## src/lookup_pkg.sv

```systemverilog
`default_nettype none

package lookup_pkg;

    // Datapath widths
    localparam int KEY_W  = 24;
    localparam int ACT_W  = 32;
    localparam int PHV_W  = 32;
    localparam int CTRL_W = 64;
    localparam int IDX_W  = 4;

    // Emitted when no CAM entry matches the key
    localparam logic [ACT_W-1:0] DEFAULT_ACTION = ACT_W'('h3F);

    // Header flag that marks a table configuration packet
    localparam logic [15:0] CFG_MAGIC = 16'hF2F1;

    // Header fields take 8 + 4 + 16 + 8 bits at the top of the beat
    localparam int HDR_PAD_W = CTRL_W - 36;

    // One control beat, read either as a packet header or as a table entry
    typedef union packed {
        struct packed {
            logic [7:0]           mod_id;
            logic [3:0]           resv;
            logic [15:0]          control_flag;
            logic [7:0]           index;
            logic [HDR_PAD_W-1:0] pad;
        } hdr;
        struct packed {
            logic [CTRL_W-ACT_W-1:0] pad;
            // CAM entries use the low KEY_W bits only
            logic [ACT_W-1:0]        data;
        } ent;
    } ctrl_beat_t;

endpackage

`default_nettype wire

```

## src/cfg_write_if.sv

```systemverilog
`default_nettype none

interface cfg_write_if
    import lookup_pkg::*;
();

    // Single-cycle write strobes, one per table
    logic             cam_we;
    logic             act_we;

    // Shared entry address
    logic [IDX_W-1:0] index;

    logic [KEY_W-1:0] cam_data;
    logic [ACT_W-1:0] act_data;

    modport ctrl (
        output cam_we, act_we, index, cam_data, act_data
    );

    modport cam (
        input cam_we, index, cam_data
    );

    modport act (
        input act_we, index, act_data
    );

endinterface

`default_nettype wire

```

## src/cfg_decoder.sv

```systemverilog
`default_nettype none

module cfg_decoder
    import lookup_pkg::*;
#(
    parameter logic [4:0] STAGE_ID  = 5'd0,
    parameter logic [2:0] LOOKUP_ID = 3'd0
) (
    input  wire              clk,
    input  wire              rst_n,

    input  wire ctrl_beat_t  c_s_tdata,
    input  wire              c_s_tvalid,
    input  wire              c_s_tlast,

    output ctrl_beat_t       c_m_tdata,
    output logic             c_m_tvalid,
    output logic             c_m_tlast,

    cfg_write_if.ctrl        wr
);

    localparam logic [1:0] S_IDLE    = 2'd0;
    localparam logic [1:0] S_WRITE   = 2'd1;
    localparam logic [1:0] S_FORWARD = 2'd2;

    logic [1:0]       state;
    logic             tgt_act;
    logic [IDX_W-1:0] cur_idx;
    logic             hdr_match;
    logic             wr_beat;
    logic             fwd_beat;

    // Header addressed to this stage and lookup table
    assign hdr_match = (c_s_tdata.hdr.mod_id[7:3] == STAGE_ID) &&
                       (c_s_tdata.hdr.mod_id[2:0] == LOOKUP_ID) &&
                       (c_s_tdata.hdr.control_flag == CFG_MAGIC);

    // Foreign header, or any beat of a packet already being passed on
    assign fwd_beat = c_s_tvalid &&
                      (((state == S_IDLE) && !hdr_match) || (state == S_FORWARD));

    // Entry beat of a configuration packet
    assign wr_beat = c_s_tvalid && (state == S_WRITE);

    always_ff @(posedge clk or negedge rst_n) begin
        if (!rst_n) begin
            state   <= S_IDLE;
            tgt_act <= 1'b0;
            cur_idx <= '0;
        end else if (c_s_tvalid) begin
            case (state)
                S_IDLE: begin
                    if (hdr_match) begin
                        // resv of zero selects the CAM, anything else the actions
                        tgt_act <= (c_s_tdata.hdr.resv != 4'd0);
                        cur_idx <= c_s_tdata.hdr.index[IDX_W-1:0];
                        if (!c_s_tlast) begin
                            state <= S_WRITE;
                        end
                    end else if (!c_s_tlast) begin
                        state <= S_FORWARD;
                    end
                end
                S_WRITE: begin
                    // Consecutive entries go to consecutive indices
                    cur_idx <= cur_idx + IDX_W'(1);
                    if (c_s_tlast) begin
                        state <= S_IDLE;
                    end
                end
                S_FORWARD: begin
                    if (c_s_tlast) begin
                        state <= S_IDLE;
                    end
                end
                default: begin
                    state <= S_IDLE;
                end
            endcase
        end
    end

    // Strobes and stream qualifiers, one cycle behind the input beat
    always_ff @(posedge clk or negedge rst_n) begin
        if (!rst_n) begin
            wr.cam_we  <= 1'b0;
            wr.act_we  <= 1'b0;
            c_m_tvalid <= 1'b0;
            c_m_tlast  <= 1'b0;
        end else begin
            wr.cam_we  <= wr_beat && !tgt_act;
            wr.act_we  <= wr_beat && tgt_act;
            c_m_tvalid <= fwd_beat;
            c_m_tlast  <= fwd_beat && c_s_tlast;
        end
    end

    // Payload, only meaningful alongside the strobes above
    always_ff @(posedge clk) begin
        if (wr_beat) begin
            wr.index    <= cur_idx;
            wr.cam_data <= c_s_tdata.ent.data[KEY_W-1:0];
            wr.act_data <= c_s_tdata.ent.data;
        end
        if (fwd_beat) begin
            c_m_tdata <= c_s_tdata;
        end
    end

endmodule

`default_nettype wire

```

## src/key_cam.sv

```systemverilog
`default_nettype none

module key_cam
    import lookup_pkg::*;
#(
    parameter int DEPTH = 16
) (
    input  wire              clk,
    input  wire              rst_n,

    input  wire              key_valid,
    input  wire [KEY_W-1:0]  key,

    cfg_write_if.cam         wr,

    output logic             stage1_valid,
    output logic             hit,
    output logic [IDX_W-1:0] match_idx
);

    logic [KEY_W-1:0] cam_mem [DEPTH];
    logic [DEPTH-1:0] entry_valid;
    logic [DEPTH-1:0] match_vec;
    logic [IDX_W-1:0] first_idx;

    always_ff @(posedge clk) begin
        if (wr.cam_we) begin
            cam_mem[wr.index] <= wr.cam_data;
        end
    end

    // An entry takes part in matching once it has been written
    always_ff @(posedge clk or negedge rst_n) begin
        if (!rst_n) begin
            entry_valid <= '0;
        end else if (wr.cam_we) begin
            entry_valid[wr.index] <= 1'b1;
        end
    end

    // Exact compare against every entry in parallel
    always_comb begin
        for (int i = 0; i < DEPTH; i++) begin
            match_vec[i] = entry_valid[i] && (cam_mem[i] == key);
        end
    end

    // Lowest matching index wins
    always_comb begin
        first_idx = '0;
        for (int i = DEPTH - 1; i >= 0; i--) begin
            if (match_vec[i]) begin
                first_idx = IDX_W'(i);
            end
        end
    end

    always_ff @(posedge clk or negedge rst_n) begin
        if (!rst_n) begin
            stage1_valid <= 1'b0;
            hit          <= 1'b0;
        end else begin
            stage1_valid <= key_valid;
            hit          <= |match_vec;
        end
    end

    always_ff @(posedge clk) begin
        match_idx <= first_idx;
    end

endmodule

`default_nettype wire

```

## src/action_table.sv

```systemverilog
`default_nettype none

module action_table
    import lookup_pkg::*;
#(
    parameter int DEPTH = 16
) (
    input  wire              clk,

    // Read address from the CAM stage
    input  wire [IDX_W-1:0]  match_idx,

    cfg_write_if.act         wr,

    output logic [ACT_W-1:0] rd_action
);

    logic [ACT_W-1:0] act_mem [DEPTH];

    // Write port from the control path
    always_ff @(posedge clk) begin
        if (wr.act_we) begin
            act_mem[wr.index] <= wr.act_data;
        end
    end

    // Read every cycle; a miss is filtered out downstream
    always_ff @(posedge clk) begin
        rd_action <= act_mem[match_idx];
    end

endmodule

`default_nettype wire

```

## src/action_select.sv

```systemverilog
`default_nettype none

module action_select
    import lookup_pkg::*;
(
    input  wire              clk,
    input  wire              rst_n,

    input  wire              key_valid,
    input  wire [PHV_W-1:0]  phv_in,

    // From the CAM stage
    input  wire              stage1_valid,
    input  wire              hit,

    // From the action memory, one cycle after the CAM stage
    input  wire [ACT_W-1:0]  rd_action,

    output logic             action_valid,
    output logic [ACT_W-1:0] action,
    output logic [PHV_W-1:0] phv_out
);

    logic [PHV_W-1:0] phv_d1;
    logic [PHV_W-1:0] phv_d2;
    logic             valid_d2;
    logic             hit_d2;

    // PHV rides along with the key through both stages
    always_ff @(posedge clk) begin
        if (key_valid) begin
            phv_d1 <= phv_in;
        end
        phv_d2 <= phv_d1;
    end

    // Line up hit and valid with the registered action read
    always_ff @(posedge clk or negedge rst_n) begin
        if (!rst_n) begin
            valid_d2 <= 1'b0;
            hit_d2   <= 1'b0;
        end else begin
            valid_d2 <= stage1_valid;
            hit_d2   <= hit;
        end
    end

    assign action_valid = valid_d2;
    assign action       = hit_d2 ? rd_action : DEFAULT_ACTION;
    assign phv_out      = phv_d2;

endmodule

`default_nettype wire

```

## src/lookup_engine.sv

```systemverilog
`default_nettype none

module lookup_engine
    import lookup_pkg::*;
#(
    parameter logic [4:0] STAGE_ID  = 5'd0,
    parameter logic [2:0] LOOKUP_ID = 3'd0,
    parameter int         DEPTH     = 16
) (
    input  wire               clk,
    input  wire               rst_n,

    // Lookup request
    input  wire               key_valid,
    input  wire [KEY_W-1:0]   key,
    input  wire [PHV_W-1:0]   phv_in,

    // Lookup result
    output logic              action_valid,
    output logic [ACT_W-1:0]  action,
    output logic [PHV_W-1:0]  phv_out,

    // Control stream in
    input  wire [CTRL_W-1:0]  c_s_tdata,
    input  wire               c_s_tvalid,
    input  wire               c_s_tlast,

    // Control stream out, foreign packets only
    output logic [CTRL_W-1:0] c_m_tdata,
    output logic              c_m_tvalid,
    output logic              c_m_tlast
);

    logic             stage1_valid;
    logic             hit;
    logic [IDX_W-1:0] match_idx;
    logic [ACT_W-1:0] rd_action;

    cfg_write_if cfg_wr ();

    cfg_decoder #(
        .STAGE_ID  (STAGE_ID),
        .LOOKUP_ID (LOOKUP_ID)
    ) cfg_decoder_i (
        .clk        (clk),
        .rst_n      (rst_n),
        .c_s_tdata  (c_s_tdata),
        .c_s_tvalid (c_s_tvalid),
        .c_s_tlast  (c_s_tlast),
        .c_m_tdata  (c_m_tdata),
        .c_m_tvalid (c_m_tvalid),
        .c_m_tlast  (c_m_tlast),
        .wr         (cfg_wr)
    );

    key_cam #(
        .DEPTH (DEPTH)
    ) key_cam_i (
        .clk          (clk),
        .rst_n        (rst_n),
        .key_valid    (key_valid),
        .key          (key),
        .wr           (cfg_wr),
        .stage1_valid (stage1_valid),
        .hit          (hit),
        .match_idx    (match_idx)
    );

    action_table #(
        .DEPTH (DEPTH)
    ) action_table_i (
        .clk       (clk),
        .match_idx (match_idx),
        .wr        (cfg_wr),
        .rd_action (rd_action)
    );

    action_select action_select_i (
        .clk          (clk),
        .rst_n        (rst_n),
        .key_valid    (key_valid),
        .phv_in       (phv_in),
        .stage1_valid (stage1_valid),
        .hit          (hit),
        .rd_action    (rd_action),
        .action_valid (action_valid),
        .action       (action),
        .phv_out      (phv_out)
    );

endmodule

`default_nettype wire

```

## config.mk

```make
export PLATFORM = sky130hd
export DESIGN_NAME = lookup_engine
export DESIGN_NICKNAME = d
export VERILOG_FILES = /design/src/lookup_pkg.sv /design/src/cfg_write_if.sv /design/src/cfg_decoder.sv /design/src/key_cam.sv /design/src/action_table.sv /design/src/action_select.sv /design/src/lookup_engine.sv
export SDC_FILE = /design/constraint.sdc
export NUM_CORES = 1
export LEC_CHECK = 0
export ABC_CLOCK_PERIOD_IN_PS = 4000
export BUFFER_PORTS_ARGS = -buffer_cell sky130_fd_sc_hd__buf_2
export CORE_MARGIN = 4
export CORE_UTILIZATION = 55
export CTS_CLUSTER_SIZE = 14
export DETAILED_ROUTE_END_ITERATION = 10
export PLACE_DENSITY = 0.73
export SLEW_MARGIN = 20
export SYNTH_ARGS = -nofsm -noshare
export SYNTH_HDL_FRONTEND = slang
export SYNTH_SLANG_ARGS = --single-unit
export TNS_END_PERCENT = 5
```

## constraint.sdc

```tcl
create_clock -name clk -period 4 [get_ports clk]
set_input_delay 1.2 -clock clk [delete_from_list [all_inputs] [get_ports clk]]
set_output_delay 1.2 -clock clk [all_outputs]
set_load 0.01 [all_outputs]
```

==> flow_metrics.tcl <==
set metrics [dict create \
    reg2reg_setup_slack_ns 1.36 \
    p_int_mw 18.5 \
    yosysWarningCount 0 \
    diodes 0 \
    stdcell_count 3575 \
    holdBufCountCts 0 \
    p_leak_nw 16.1 \
    reg2regPathDepth 9 \
    startpoint "action_select_i.hit_d2" \
    synthTopCellsByArea "edfxtp_1 (73%), mux4_2 (8.5%), xor2_1 (4.5%)" \
    endpoint_kind "primary output" \
    synth_area_um2 42400 \
    slew_viol_final 0 \
    synth_top_cell_by_area "edfxtp_1" \
    grt_max_degree 60 \
    final_hold_viol_count 0 \
    crit_fanout 17 \
    hold_path_depth 0 \
    synth-xor-area-share_pct 7.93 \
    yosys.area_share.simple_pct 3.74 \
    h-tree-depth 3 \
    final_net_count 2585 \
    worst_slack_ns 0.683 \
    hp-class "register to register" \
    fin_worst_skew_ns 0.0187 \
    fillCellCount 5046 \
    critPathLaunchType "register" \
    area_delta_synth_final_pct 14.9 \
    initial_core_util_pct 55.6 \
    outcome "finished clean" \
    synth_top_family_by_area "multiplexers" \
    port-buffer-count 255 \
    dpl.cell_count 3376 \
    p_clk_share_pct 41.0 \
    p_comb_share_pct 3.6 \
    ir_drop_uv 344 \
    max_stage_delay_ns 0.79 \
    reg2reg_from "key_cam_i.cam_mem[14][9]" \
    cp_cell_sequence "buf_4 -> and2_1 -> buf_2" \
    drive_above_1_share_pct 28.2 \
    synthCells 2083 \
    dp_hpwl_mm 58.7 \
    r2r-end "key_cam_i.match_idx[0]" \
    grt_antenna_before_repair 2 \
    die_y_um 286 \
    synth_compound_area_share_pct 0.401 \
    cts_tree "built" \
    path_buf_inv 2 \
    clock-root-buffer "clkbuf_16" \
    yosysUniqueCellTypes 44 \
    grt_overflow 0 \
    rsz0062_at_grt "no" \
    post_synth.cell_area_avg_um2 20.4 \
    synth-adder-area-share_pct 0.118 \
    crit_type "register to primary output" \
    async_flop_share_pct 2.75 \
    viasPerCell 5.99 \
    seq_power_share_pct 55.4 \
    period_share_pct 82.9 \
    grt_use_total_pct 25.1 \
    post_drt_wl_per_cell_um 28.6 \
    switching_power_mw 4.82 \
    postCtsSetupBuffers 0 \
    wirelength_mm 102 \
    cp_data_required_time_ns 2.80 \
    syn-num-nets 2212 \
    num_rows 101 \
    max_freq_ghz 0.301 \
    setup_viol 0 \
    ant_nets 0 \
    cpLargestDelayFamily "flip-flops" \
    cts.sinks 1127 \
    power.total_mw 23.4 \
    grt_pass1_vias 22200 \
    holdPathEnd "action_select_i.phv_out[1]" \
    die_w_um 286 \
    relSlewSlack_pct 27.9 \
    synth.top_cells.by_count "edfxtp_1 (1,028), xor2_1 (216), xnor2_1 (168)" \
    grt_first_pass_wirelength_mm 149 \
    yosys_most_used_dff "edfxtp_1" \
    finalCriticalPeriod_ns 3.32 \
    p_per_area_nw_per_um2 479 \
    p_sw_share_pct 20.6 \
    crit_slowest_cell "dfrtp_1" \
    die_area_um2 81600 \
    clock_latency_ns 0.67 \
    coreArea_um2 76200 \
    yosys-mux-area-fraction_pct 8.57 \
    synth_most_common_cell "edfxtp_1" \
    synth-edff-count 1028 \
    cp_data_arrival_time_ns 2.12 \
    drtPass1Iterations 7 \
    min_from "action_select_i.phv_d1[1]" \
    cts.path.max_buffers 3 \
    worstMarginPinSlew_ns 1.08 \
    io_pins 256 \
    cts_resized 0 \
    tns_ns 0 \
    via_count 21400 \
    dr.first_iter.drc_count 2777 \
    clk_pin_slew_worst_paths_ns 0.06 \
    drc_errors 0 \
    ys_seq_area_share_pct 77.9 \
    synth_top_area_share_pct 72.8 \
    place_congestion 0.885 \
    cap_violations 0 \
    dp_slack_ns 0.235 \
    synth_seq_cells 1127 \
    cts_made_buffers 108 \
]
## cell families after synthesis
group,count (synthesis)
compound gates,26
xor+xnor,384
fa+ha+maj,4
buf+inv,100
flops,1127
mux,163
simple gates,279
## flip-flops by register name, indices dropped and copies added, names as in the netlist, 4 cells and up
signal	flops
key_cam_i.entry_valid	16
action_select_i.phv_d1	32
action_table_i.rd_action	32
cfg_decoder_i.wr.index	4
key_cam_i.cam_mem	384
cfg_decoder_i.wr.act_data	32
key_cam_i.match_idx	4
cfg_decoder_i.cur_idx	4
action_select_i.phv_out	32
cfg_decoder_i.c_m_tdata	64
action_table_i.act_mem	512
## worst max path at each step
stage / endpoint / slack (ns) / cells after the start
after global placement: cfg_decoder_i.c_m_tdata[26] / 0.32 / 8
after global routing: action[31] / 0.55 / 3
after floorplan: cfg_decoder_i.c_m_tlast / 0.34 / 6
after detailed placement: cfg_decoder_i.cur_idx[3] / 0.24 / 9
final: action[31] / 0.68 / 3
after CTS: action[31] / 0.61 / 3
## per-layer routing
metal	vias up	share of wire (%)	wire length, µm	GRT usage, %
met4	2	3.0	3040	7.31
met3	219	10	10600	5.32
met5	-	0.013	13	0
li1	8872	-	-	-
met1	11100	38	38800	35.1
met2	1220	49	49700	40.6
## final cells by class
| type | count | area, µm² | area share (%) |
|---|---|---|---|
| Clock buffer | 142 | 2890 | 5.94 |
| Timing Repair Buffer | 354 | 2080 | 4.27 |
| Sequential cell | 1127 | 33000 | 67.8 |
| Clock inverter | 57 | 405 | 0.832 |
| Multi-Input combinational cell | 856 | 9000 | 18.5 |
| Tap cell | 1030 | 1290 | 2.65 |
| Inverter | 9 | 33.8 | 0.0693 |
## metrics by stage
step / hold WS [ns] / util, % / area, µm²
2_1_floorplan: 0.323 / - / 42400
3_3_place_gp: 0.324 / 59.6 / 45400
3_5_place_dp: 0.327 / 59.6 / 45400
4_1_cts: 0.341 / 63.9 / 48700
5_1_grt: 0.345 / 63.9 / 48700
6_report: 0.340 / 63.9 / 48700
## power by group through the flow
stage / combinational (mW) / clock, mW / sequential [mW]
after floorplan: 0.345 / 0 / 13.3
after global placement: 0.808 / 0 / 13.2
after detailed placement: 0.826 / 0 / 13.2
after CTS: 0.831 / 9.68 / 13.0
after global routing: 0.878 / 10.2 / 13.0
final: 0.831 / 9.58 / 12.9
## layout by cell type (no fill, tap or decap), types with 5 or more instances in the layout
cell type  count
edfxtp_1    1028
buf_2        255
xor2_1       216
xnor2_1      168
mux4_2       160
clkbuf_16    109
buf_4         94
dfxtp_1       64
nand4_1       55
nor4_1        52
dfrtp_1       31
clkbuf_1      29
and2_1        27
nor3_1        27
clkinv_1      27
nor2_4        23
nand3_1       17
or2_2         17
clkinv_2      17
nand2_1       15
inv_1          9
nand2b_1       9
nor2_2         9
nor2_1         8
o21ai_0        6
a21oi_1        6
buf_12         5
Note: power is estimated with default switching activity, not from simulation.
